**src/common/ahb_defines_pkg.sv**
```systemverilog
// shared ahb-lite codes and register map, 64-bit bus over a 32-bit client, no retry/split, no hprot
`default_nettype none

package ahb_defines_pkg;

    // hresp, okay and error only
    localparam logic H_OKAY  = 1'b0;
    localparam logic H_ERROR = 1'b1;

    // htrans
    localparam logic [1:0] HTRANS_IDLE   = 2'b00;
    localparam logic [1:0] HTRANS_BUSY   = 2'b01; // accepted on the bus, never a valid access
    localparam logic [1:0] HTRANS_NONSEQ = 2'b10;
    localparam logic [1:0] HTRANS_SEQ    = 2'b11;

    // hsize
    localparam logic [2:0] HSIZE_BYTE  = 3'b000;
    localparam logic [2:0] HSIZE_HALF  = 3'b001;
    localparam logic [2:0] HSIZE_WORD  = 3'b010;
    localparam logic [2:0] HSIZE_DWORD = 3'b011; // 64-bit client only

    // bus and client widths
    localparam int AHB_DW    = 64;
    localparam int AHB_AW    = 32;
    localparam int CLIENT_DW = 32;

    // register map
    // 0x00-0x3f fast, 0x40-0x7f slow, 0x80 and up unmapped
    localparam int REG_COUNT     = 32;
    localparam int REG_IDX_W     = 5;  // client addr 6:2
    localparam int SLOW_BIT      = 6;
    localparam int MAP_LIMIT_BIT = 7;

    // hld cycles per slow access
    localparam int WAIT_CYCLES = 2;

    // one register write, decoder to bank
    typedef struct packed {
        logic                 wr_en;
        logic [REG_IDX_W-1:0] idx;
        logic [CLIENT_DW-1:0] data;
    } reg_wr_t;

endpackage : ahb_defines_pkg

`default_nettype wire

```
**src/ahb_slv_sif/ahb_slv_sif.sv**
```systemverilog
// ahb-lite slave front end, widths 32/32 64/32 64/64 only, sub-word writes zero-extended, no strobes
`timescale 1ns/1ns
`default_nettype none

module ahb_slv_sif #(
    parameter int AHB_DATA_WIDTH    = ahb_defines_pkg::AHB_DW,
    parameter int CLIENT_DATA_WIDTH = ahb_defines_pkg::CLIENT_DW,
    parameter int AHB_ADDR_WIDTH    = ahb_defines_pkg::AHB_AW,
    parameter int CLIENT_ADDR_WIDTH = AHB_ADDR_WIDTH
) (
    input  wire logic                         hclk,
    input  wire logic                         hreset_n,
    // ahb-lite slave side
    input  wire logic [AHB_ADDR_WIDTH-1:0]    haddr_i,
    input  wire logic [AHB_DATA_WIDTH-1:0]    hwdata_i,
    input  wire logic                         hsel_i,
    input  wire logic                         hwrite_i,
    input  wire logic                         hready_i,
    input  wire logic [1:0]                   htrans_i,
    input  wire logic [2:0]                   hsize_i,
    output logic                              hresp_o,
    output logic                              hreadyout_o,
    output logic [AHB_DATA_WIDTH-1:0]         hrdata_o,
    // client side
    output logic                              dv_o,
    output logic                              write_o,
    output logic [CLIENT_DATA_WIDTH-1:0]      wdata_o,
    output logic [CLIENT_ADDR_WIDTH-1:0]      addr_o,
    input  wire logic                         hld_i,
    input  wire logic                         err_i,
    input  wire logic [CLIENT_DATA_WIDTH-1:0] rdata_i
);
    import ahb_defines_pkg::*;

    logic [2:0] size_q; // data-phase hsize
    logic       err_f;  // second error cycle pending

    // write steering and read placement per width combination
    generate
        if ((AHB_DATA_WIDTH == 32) && (CLIENT_DATA_WIDTH == 32)) begin : g_32_32
            always_comb begin
                case (size_q)
                    HSIZE_BYTE: wdata_o = {24'b0, hwdata_i[7:0]};
                    HSIZE_HALF: wdata_o = {16'b0, hwdata_i[15:0]};
                    default:    wdata_o = hwdata_i[31:0];
                endcase
            end
            assign hrdata_o = rdata_i; // single lane
        end else if ((AHB_DATA_WIDTH == 64) && (CLIENT_DATA_WIDTH == 32)) begin : g_64_32
            logic [31:0] wr_lane;

            assign wr_lane = addr_o[2] ? hwdata_i[63:32] : hwdata_i[31:0]; // lane by addr bit 2

            always_comb begin
                case (size_q)
                    HSIZE_BYTE: wdata_o = {24'b0, wr_lane[7:0]};
                    HSIZE_HALF: wdata_o = {16'b0, wr_lane[15:0]};
                    default:    wdata_o = wr_lane; // word and wider sizes clipped
                endcase
            end

            // unused lane reads zero
            assign hrdata_o = addr_o[2] ? {rdata_i, 32'b0} : {32'b0, rdata_i};
        end else if ((AHB_DATA_WIDTH == 64) && (CLIENT_DATA_WIDTH == 64)) begin : g_64_64
            logic [31:0] wr_word;

            assign wr_word = addr_o[2] ? hwdata_i[63:32] : hwdata_i[31:0];

            always_comb begin
                case (size_q)
                    HSIZE_BYTE:  wdata_o = {56'b0, hwdata_i[7:0]};
                    HSIZE_HALF:  wdata_o = {48'b0, hwdata_i[15:0]};
                    HSIZE_WORD:  wdata_o = {32'b0, wr_word};
                    HSIZE_DWORD: wdata_o = hwdata_i;
                    default:     wdata_o = hwdata_i;
                endcase
            end
            assign hrdata_o = rdata_i;
        end
    endgenerate

    // address phase captured and held through wait states
    always_ff @(posedge hclk or negedge hreset_n) begin
        if (!hreset_n) begin
            dv_o    <= 1'b0;
            write_o <= 1'b0;
            addr_o  <= '0;
            size_q  <= HSIZE_BYTE;
            err_f   <= 1'b0;
        end else begin
            err_f <= err_i & ~err_f; // one pending flag per error transfer
            if (hready_i) begin
                dv_o <= hsel_i & ((htrans_i == HTRANS_NONSEQ) || (htrans_i == HTRANS_SEQ));
            end
            if (hready_i && hsel_i) begin
                addr_o  <= haddr_i[CLIENT_ADDR_WIDTH-1:0];
                write_o <= hwrite_i; // only acted on together with dv
                size_q  <= hsize_i;
            end
        end
    end

    // response
    // error takes two cycles with ready low then high
    always_comb begin
        hreadyout_o = 1'b1;
        hresp_o     = H_OKAY;
        if (err_i && !err_f) begin
            hreadyout_o = 1'b0; // first error cycle
            hresp_o     = H_ERROR;
        end else if (err_f) begin
            hreadyout_o = 1'b1; // error completes
            hresp_o     = H_ERROR;
        end else if (dv_o && hld_i) begin
            hreadyout_o = 1'b0; // client wait state
            hresp_o     = H_OKAY;
        end
    end

endmodule : ahb_slv_sif

`default_nettype wire

```
**src/verilog/ahb_reg_top.sv**
```systemverilog
// ahb-lite register block top, master must tie hready_i to hreadyout_o when it is the only slave
`timescale 1ns/1ns
`default_nettype none

module ahb_reg_top (
    input  wire logic                                  hclk,
    input  wire logic                                  hreset_n,
    input  wire logic [ahb_defines_pkg::AHB_AW-1:0]    haddr_i,
    input  wire logic [ahb_defines_pkg::AHB_DW-1:0]    hwdata_i,
    input  wire logic                                  hsel_i,
    input  wire logic                                  hwrite_i,
    input  wire logic                                  hready_i,
    input  wire logic [1:0]                            htrans_i,
    input  wire logic [2:0]                            hsize_i,
    output logic [ahb_defines_pkg::AHB_DW-1:0]         hrdata_o,
    output logic                                       hreadyout_o,
    output logic                                       hresp_o
);
    import ahb_defines_pkg::*;

    // client port
    logic                 dv;
    logic                 write;
    logic [AHB_AW-1:0]    addr;
    logic [CLIENT_DW-1:0] wdata;
    logic [CLIENT_DW-1:0] rdata;
    logic                 hld;
    logic                 err;

    // decode to bank and wait counter
    logic                 slow_req;
    reg_wr_t              reg_wr;
    logic [REG_IDX_W-1:0] rd_idx;

    ahb_slv_sif #(
        .AHB_DATA_WIDTH    (AHB_DW),
        .CLIENT_DATA_WIDTH (CLIENT_DW),
        .AHB_ADDR_WIDTH    (AHB_AW),
        .CLIENT_ADDR_WIDTH (AHB_AW)
    ) u_sif (
        .hclk        (hclk),
        .hreset_n    (hreset_n),
        .haddr_i     (haddr_i),
        .hwdata_i    (hwdata_i),
        .hsel_i      (hsel_i),
        .hwrite_i    (hwrite_i),
        .hready_i    (hready_i),
        .htrans_i    (htrans_i),
        .hsize_i     (hsize_i),
        .hresp_o     (hresp_o),
        .hreadyout_o (hreadyout_o),
        .hrdata_o    (hrdata_o),
        .dv_o        (dv),
        .write_o     (write),
        .wdata_o     (wdata),
        .addr_o      (addr),
        .hld_i       (hld),
        .err_i       (err),
        .rdata_i     (rdata)
    );

    client_decode u_decode (
        .dv_i       (dv),
        .write_i    (write),
        .addr_i     (addr),
        .wdata_i    (wdata),
        .hld_i      (hld),
        .err_o      (err),
        .slow_req_o (slow_req),
        .reg_wr_o   (reg_wr),
        .rd_idx_o   (rd_idx)
    );

    wait_ctrl #(
        .WAIT_CYCLES (WAIT_CYCLES)
    ) u_wait (
        .hclk       (hclk),
        .hreset_n   (hreset_n),
        .slow_req_i (slow_req),
        .hld_o      (hld)
    );

    reg_bank u_regs (
        .hclk      (hclk),
        .hreset_n  (hreset_n),
        .reg_wr_i  (reg_wr),
        .rd_idx_i  (rd_idx),
        .rd_data_o (rdata)
    );

endmodule : ahb_reg_top

`default_nettype wire

```
**src/verilog/client_decode.sv**
```systemverilog
// client address decode, regions are fixed by the package map, only bits 6:2 pick the register
`timescale 1ns/1ns
`default_nettype none

module client_decode (
    input  wire logic                                        dv_i,
    input  wire logic                                        write_i,
    input  wire logic [ahb_defines_pkg::AHB_AW-1:0]          addr_i,
    input  wire logic [ahb_defines_pkg::CLIENT_DW-1:0]       wdata_i,
    input  wire logic                                        hld_i,
    output logic                                             err_o,
    output logic                                             slow_req_o,
    output ahb_defines_pkg::reg_wr_t                         reg_wr_o,
    output logic [ahb_defines_pkg::REG_IDX_W-1:0]            rd_idx_o
);
    import ahb_defines_pkg::*;

    logic                 unmapped;
    logic                 slow;
    logic [REG_IDX_W-1:0] idx;

    // region split
    assign unmapped = |addr_i[AHB_AW-1:MAP_LIMIT_BIT]; // 0x80 and up
    assign slow     = addr_i[SLOW_BIT] & ~unmapped;     // 0x40-0x7f
    assign idx      = addr_i[SLOW_BIT:2];               // word index across both regions

    assign err_o      = dv_i & unmapped;
    assign slow_req_o = dv_i & slow;

    // write lands in the completing cycle only
    always_comb begin
        reg_wr_o.wr_en = dv_i & write_i & ~unmapped & ~hld_i;
        reg_wr_o.idx   = idx;
        reg_wr_o.data  = wdata_i;
    end

    assign rd_idx_o = idx; // read path is combinational in the bank

endmodule : client_decode

`default_nettype wire

```
**src/verilog/reg_bank.sv**
```systemverilog
// 32 x 32-bit register file, one write port, combinational read, registers reset to zero
`timescale 1ns/1ns
`default_nettype none

module reg_bank (
    input  wire logic                                  hclk,
    input  wire logic                                  hreset_n,
    input  wire ahb_defines_pkg::reg_wr_t              reg_wr_i,
    input  wire logic [ahb_defines_pkg::REG_IDX_W-1:0] rd_idx_i,
    output logic [ahb_defines_pkg::CLIENT_DW-1:0]      rd_data_o
);
    import ahb_defines_pkg::*;

    logic [CLIENT_DW-1:0] regs [REG_COUNT];

    // write port
    always_ff @(posedge hclk or negedge hreset_n) begin
        if (!hreset_n) begin
            for (int i = 0; i < REG_COUNT; i++) begin
                regs[i] <= '0;
            end
        end else if (reg_wr_i.wr_en) begin
            regs[reg_wr_i.idx] <= reg_wr_i.data; // wait states already filtered by decode
        end
    end

    assign rd_data_o = regs[rd_idx_i]; // same-cycle read

endmodule : reg_bank

`default_nettype wire

```
**src/verilog/wait_ctrl.sv**
```systemverilog
// wait-state counter for slow accesses, WAIT_CYCLES must be 1 or more
`timescale 1ns/1ns
`default_nettype none

module wait_ctrl #(
    parameter int WAIT_CYCLES = ahb_defines_pkg::WAIT_CYCLES
) (
    input  wire logic hclk,
    input  wire logic hreset_n,
    input  wire logic slow_req_i,
    output logic      hld_o
);
    localparam int CNT_W = (WAIT_CYCLES > 1) ? $clog2(WAIT_CYCLES) : 1;

    logic [CNT_W-1:0] cnt;    // remaining held cycles after the first
    logic             active; // request already counted

    // first cycle holds before the counter loads
    assign hld_o = slow_req_i & (~active | (cnt != '0));

    always_ff @(posedge hclk or negedge hreset_n) begin
        if (!hreset_n) begin
            cnt    <= '0;
            active <= 1'b0;
        end else if (!slow_req_i) begin
            cnt    <= '0; // request gone, start over
            active <= 1'b0;
        end else if (!active) begin
            cnt    <= CNT_W'(WAIT_CYCLES - 1); // new slow request
            active <= 1'b1;
        end else if (cnt != '0) begin
            cnt <= cnt - 1'b1;
        end else begin
            active <= 1'b0; // completing cycle, ready for a back-to-back request
        end
    end

endmodule : wait_ctrl

`default_nettype wire
```
**config.mk**
```make
export PLATFORM = sky130hd
export DESIGN_NAME = ahb_reg_top
export DESIGN_NICKNAME = d
export VERILOG_FILES = /design/src/common/ahb_defines_pkg.sv /design/src/ahb_slv_sif/ahb_slv_sif.sv /design/src/verilog/ahb_reg_top.sv /design/src/verilog/client_decode.sv /design/src/verilog/reg_bank.sv /design/src/verilog/wait_ctrl.sv
export SDC_FILE = /design/constraint.sdc
export NUM_CORES = 1
export LEC_CHECK = 0
export BUFFER_PORTS_ARGS = -buffer_cell sky130_fd_sc_hd__buf_2
export CAP_MARGIN = 20
export CORE_ASPECT_RATIO = 2
export CORE_UTILIZATION = 45
export DETAILED_ROUTE_END_ITERATION = 6
export GPL_TIMING_DRIVEN = 1
export PLACE_DENSITY_LB_ADDON = 0.15
export RECOVER_POWER = 100
export SLEW_MARGIN = 25
export SYNTH_ARGS = -nofsm -noshare
export SYNTH_HDL_FRONTEND = slang
export SYNTH_HIERARCHICAL = 1
export SYNTH_SLANG_ARGS = --single-unit
```
**constraint.sdc**
```tcl
create_clock -name hclk -period 5.44 [get_ports hclk]
set_clock_uncertainty 0.05 [all_clocks]
set_input_delay 0 -clock hclk [delete_from_list [all_inputs] [get_ports hclk]]
set_output_delay 0 -clock hclk [all_outputs]
set_load 0.01 [all_outputs]
```
== Word-level counts from Yosys, hierarchy flattened ==
Cells that the tools add are included.

* Bits in registers: 1064
* Bits of input ports: 106

* Add/sub/neg operators: 1
* Order comparisons: 2
* Eq/ne operators: 3
* Mux-type cells: 20
* Bitwise operators: 15
* Reduce and logical (&&, ||, !) cells: 8

{| class="wikitable"
|+ Operators with widths
! kind !! number
|-
| $bwmux W1024 || 1
|-
| $bmux W32 S5 || 1
|-
| $demux W32 S5 || 1
|-
| $mux W32 || 4
|-
| $mux W64 || 1
|-
| $pmux W32 S2 || 1
|-
| $reduce_or A25 Y1 || 1
|-
| $mux W1 || 11
|-
| $and A1 B1 Y1 || 9
|-
| $ge A6 B6 Y1 const B || 1
|-
| $lt A6 B1 Y1 const B || 1
|-
| $not A5 Y6 || 1
|-
| $eq A2 B2 Y1 const B || 2
|-
| $logic_and A1 B1 Y1 || 4
|-
| $not A1 Y1 || 4
|-
| $eq A3 B1 Y1 const B || 1
|-
| $logic_not A3 Y1 || 1
|-
| $logic_not A1 Y1 || 1
|-
| $logic_or A1 B1 Y1 || 1
|-
| $or A1 B1 Y1 || 1
|-
| $sub A1 B1 Y1 const B || 1
|}

== Depth between registers and ports, before layout ==
* Depth after elaboration: 9
* Gate-level depth with buffers: 10
* Mapped depth without buffers: 9

== By module ==
The synthesis kept the hierarchy.

{| class="wikitable"
|+ Modules (own cells, without submodules)
! module !! times used !! cells each !! area an instance (um2) !! seq. area each (um2)
|-
| reg_bank || 1 || 3447 || 47474.3 || 25624.6
|-
| ahb_slv_sif || 1 || 219 || 2473.6 || 950.9
|-
| client_decode || 1 || 56 || 399.1 || 0.0
|-
| wait_ctrl || 1 || 5 || 67.6 || 50.0
|}

== Worst setup path after synthesis ==
Ideal clock, no wire load.

* Path kind: register -> register
* From: reg u_sif.addr_o[10]
* To: reg u_regs/regs[53] in the netlist's numbering
* Setup time: 0.125 ns
* Arrival: 2.408 ns
* Required time: 5.265 ns
* Path slack: 2.857 ns
* Cell stages (with the launch flop): 9
* Path buffers: 1
* Period minus slack after synthesis: 2.583 ns
* Path through: dfrtp_1 -> nor4_1 -> nand4_1 -> nor4_2 -> nand2_1 -> or2_2 -> nor2_4 -> buf_4 -> mux2_2

{| class="wikitable"
|+ RTL lines
! what !! RTL line !! text
|-
| start, declared || ahb_slv_sif.sv:28 || <nowiki>output logic [CLIENT_ADDR_WIDTH-1:0] addr_o,</nowiki>
|-
| start signal, assigned || ahb_slv_sif.sv:96 || <nowiki>addr_o <= haddr_i[CLIENT_ADDR_WIDTH-1:0];</nowiki>
|-
| end signal, assigned by index || reg_bank.sv:23 || <nowiki>regs[reg_wr_i.idx] <= reg_wr_i.data;</nowiki>
|-
| end, declared || reg_bank.sv:14 || <nowiki>logic [CLIENT_DW-1:0] regs [REG_COUNT];</nowiki>
|}

==> flow_metrics.py <==
metrics = {
    "outcome": {
        "status": "complete, but fails checks",
        "violations": "capacitance limit, slew limit",
    },
    "floorplan": {
        "pin_count": 172,
        "die_x_microns": 238.5,
        "die_h_microns": 475.0,
        "row_count": 173,
        "die-area_sq_um": 113300,
        "design.core.area_sq_um": 111000,
        "initial_utilization_pct": 45.33,
    },
    "setup_path": {
        "cp_top_family": "simple AND/OR/NAND/NOR gates",
        "reg2reg_from": "u_sif/addr_o[22]",
        "path_common_cell": "nor4_1",
        "crit_arrival_ns": 5.39,
        "cp_num_buf_inv": 1,
        "path_max_fanout": 32,
        "startpoint_type": "flop",
        "worstRegToRegCells": 7,
        "crit_chain": "nor4_1, nand3_1, nor4_1, or3b_1, nor2_4, clkbuf_2, mux2_2",
        "max_stage_delay_ns": 1.25,
        "crit_slowest_cell": "clkbuf_2",
        "rr_endpoint": "u_regs/regs[236]",
        "path_class": "reg2reg",
        "crit_required_ns": 5.96,
        "end_kind": "flop",
        "r2r_slack_ns": 0.57,
    },
    "cells_and_area": {
        "stdcell_count": 5417,
        "postLayoutCoreUtil_pct": 50.55,
        "layout-drive-gt1-share_pct": 35.87,
        "fin_nets": 3953,
        "area_growth_pct": 11.52,
    },
    "power_and_ir_drop": {
        "vdd_drop_max_mv": 0.2626,
        "p_switching_mw": 5.224,
        "pwr-share-seq_pct": 45.1,
        "leakage_nw": 26.19,
        "p_clk_share_pct": 38.6,
        "p_comb_share_pct": 16.3,
        "power_density_nw_per_um2": 329.1,
        "p_int_mw": 13.25,
        "fin_total_pwr_mw": 18.47,
        "swShare_pct": 28.28,
    },
    "sta": {
        "fin_hold_ws_ns": 0.05422,
        "tightest_slew_ns": 2.347,
        "rsz0062_at_grt": "no",
        "fin_crit_ns": 4.871,
        "setup_tns_ns": 0,
        "relSlewSlack_pct": -56.48,
        "post-route-period-util_pct": 89.54,
        "finalHoldViolCount": 0,
        "drv_slew": 771,
        "setup_viol": 0,
        "fmax_ghz": 0.2053,
    },
    "global_routing": {
        "first_global_vias": 32900,
        "grt_pass1_wl_microns": 212100,
        "grt_max_degree": 170,
        "antenna_found_initial": 4,
        "grt.overflow.total": 0,
        "track_usage_pct": 25.34,
    },
    "synth": {
        "netlist_area_sq_um": 50330,
        "yosysWarningCount": 6,
        "syn_inst": 3723,
        "avgSynthCellArea_sq_um": 13.52,
        "synth_nets": 3829,
    },
    "drt": {
        "detail-route-antenna-nets": 0,
        "wire_per_inst_microns": 26.02,
        "drt_pass1_iterations": 5,
        "num_vias": 31010,
        "drc": 0,
        "routed_wl_microns": 140900,
        "drt_iter0_markers": 1933,
        "viasPerCell": 5.724,
    },
    "cts": {
        "clock_sinks": 1062,
        "clkSlewWorstSetupHoldPaths_ns": 0.06,
        "worstSkewPairLatency_ns": 0.71,
        "cts_root_buf": "clkbuf_16",
        "cts_tree": "yes",
        "cts_made_buffers": 99,
        "cts_setup_buffers": 0,
        "htreeDepth": 3,
        "clockBufferDepth": 3,
    },
    "worst_hold_path": {
        "hp-class": "in2reg",
        "worstHoldPathCells": 5,
        "worst_hold_path.endpoint": "u_regs/regs[251]",
        "hold_start": "hwdata_i[27]",
    },
    "placed_design": {
        "place_inst": 5112,
        "portBuffers": 168,
        "gp_congestion": 0.7383,
        "hpwl_microns": 79710,
    },
    "flow_run": {
        "drv_cap": 15,
    },
}
-- per-stage QoR --
| stage | area [sq um] | setup WS, ns |
|---|---|---|
| after floorplan | 50330 | 2.857 |
| after global placement | 52010 | 1.452 |
| after detailed placement | 52030 | 1.400 |
| after CTS | 56560 | 0.8869 |
| after global routing | 56130 | 0.4781 |
| final | 56140 | 0.5691 |
-- worst register-to-register path: stages (launching register included) --
cell and delay [ns]:
dfrtp_1 0.39, nor4_1 0.45, nand3_1 0.29, nor4_1 1.07, or3b_1 0.60, nor2_4 0.15, clkbuf_2 1.25, mux2_2 0.49
-- layer usage --
metal / track usage (%) / vias to the layer above / part of all wire, %
li1: - / 13580 / -
met1: 32.17 / 16620 / 42
met4: 8.439 / 0 / 3.1
met5: 0 / - / 0
met2: 44.84 / 613 / 51
met3: 2.537 / 197 / 3.2
-- what timing repair did --
action / in CTS / in global routing
resized for setup: 0 / 0
hold buffers: 121 / 0
hold endpoints to repair: 503 / 0
-- cells in the final DEF (no fill, tap or decap), types with 9 or more instances in the layout --
| cell type | n |
|---|---|
| buf_2 | 113 |
| dlygate4sd3_1 | 120 |
| buf_12 | 19 |
| clkbuf_1 | 97 |
| a21oi_1 | 97 |
| mux2_1 | 65 |
| mux2i_1 | 536 |
| a22o_1 | 64 |
| nor2b_1 | 34 |
| dfrtp_1 | 1060 |
| nor2_1 | 18 |
| nor2_2 | 10 |
| a31oi_1 | 32 |
| clkinv_2 | 19 |
| a22oi_1 | 96 |
| nor3_1 | 35 |
| clkbuf_8 | 28 |
| nand3_1 | 100 |
| nand2_1 | 112 |
| buf_4 | 59 |
| clkbuf_2 | 9 |
| nor2_4 | 16 |
| and2_1 | 28 |
| clkbuf_16 | 100 |
| mux2_2 | 1001 |
-- worst max path at each step --
stage | startpoint | endpoint | slack [ns] | depth (start not counted)
after floorplan | u_sif/addr_o[10] | u_regs/regs[53] | 2.86 | 8
final | u_sif/addr_o[22] | u_regs/regs[236] | 0.57 | 7
after global routing | u_sif/addr_o[22] | u_regs/regs[599] | 0.48 | 7
after CTS | u_sif/addr_o[2] | hrdata_o[1] | 0.89 | 8
after detailed placement | u_sif/addr_o[22] | u_regs/regs[577] | 1.40 | 7
after global placement | u_sif/addr_o[22] | u_regs/regs[580] | 1.45 | 7
-- state kept, by name, summed over array words and instances (netlist names) --
signal,flops
u_sif/err_f,1
u_regs/regs,1024
u_sif/write_o,1
u_sif/dv_o,1
u_wait/active,1
u_wait/cnt,1
u_sif/addr_o,30
u_sif/size_q,3
-- power groups by stage --
stage               sequential (mW)  clock (mW)  combinational [mW]
finish                         8.33        7.13                3.01
global route                   8.35        7.62                3.24
CTS                            8.32        7.34                3.10
detailed placement             8.47           0                3.00
global placement               8.46           0                2.97
floorplan                      8.36           0                2.00
-- cell type report --
class | instances | area [sq um]
clock inverters | 32 | 332.8
flip-flops and latches | 1062 | 26580
repair buffers | 398 | 2939
clock buffers | 150 | 2970
diodes | 2 | 5.005
inverters | 2 | 7.507
fillers | 9764 | 54910
multi-input cells | 2284 | 21440
well taps | 1487 | 1861
Power figures use the tool's default switching activity.
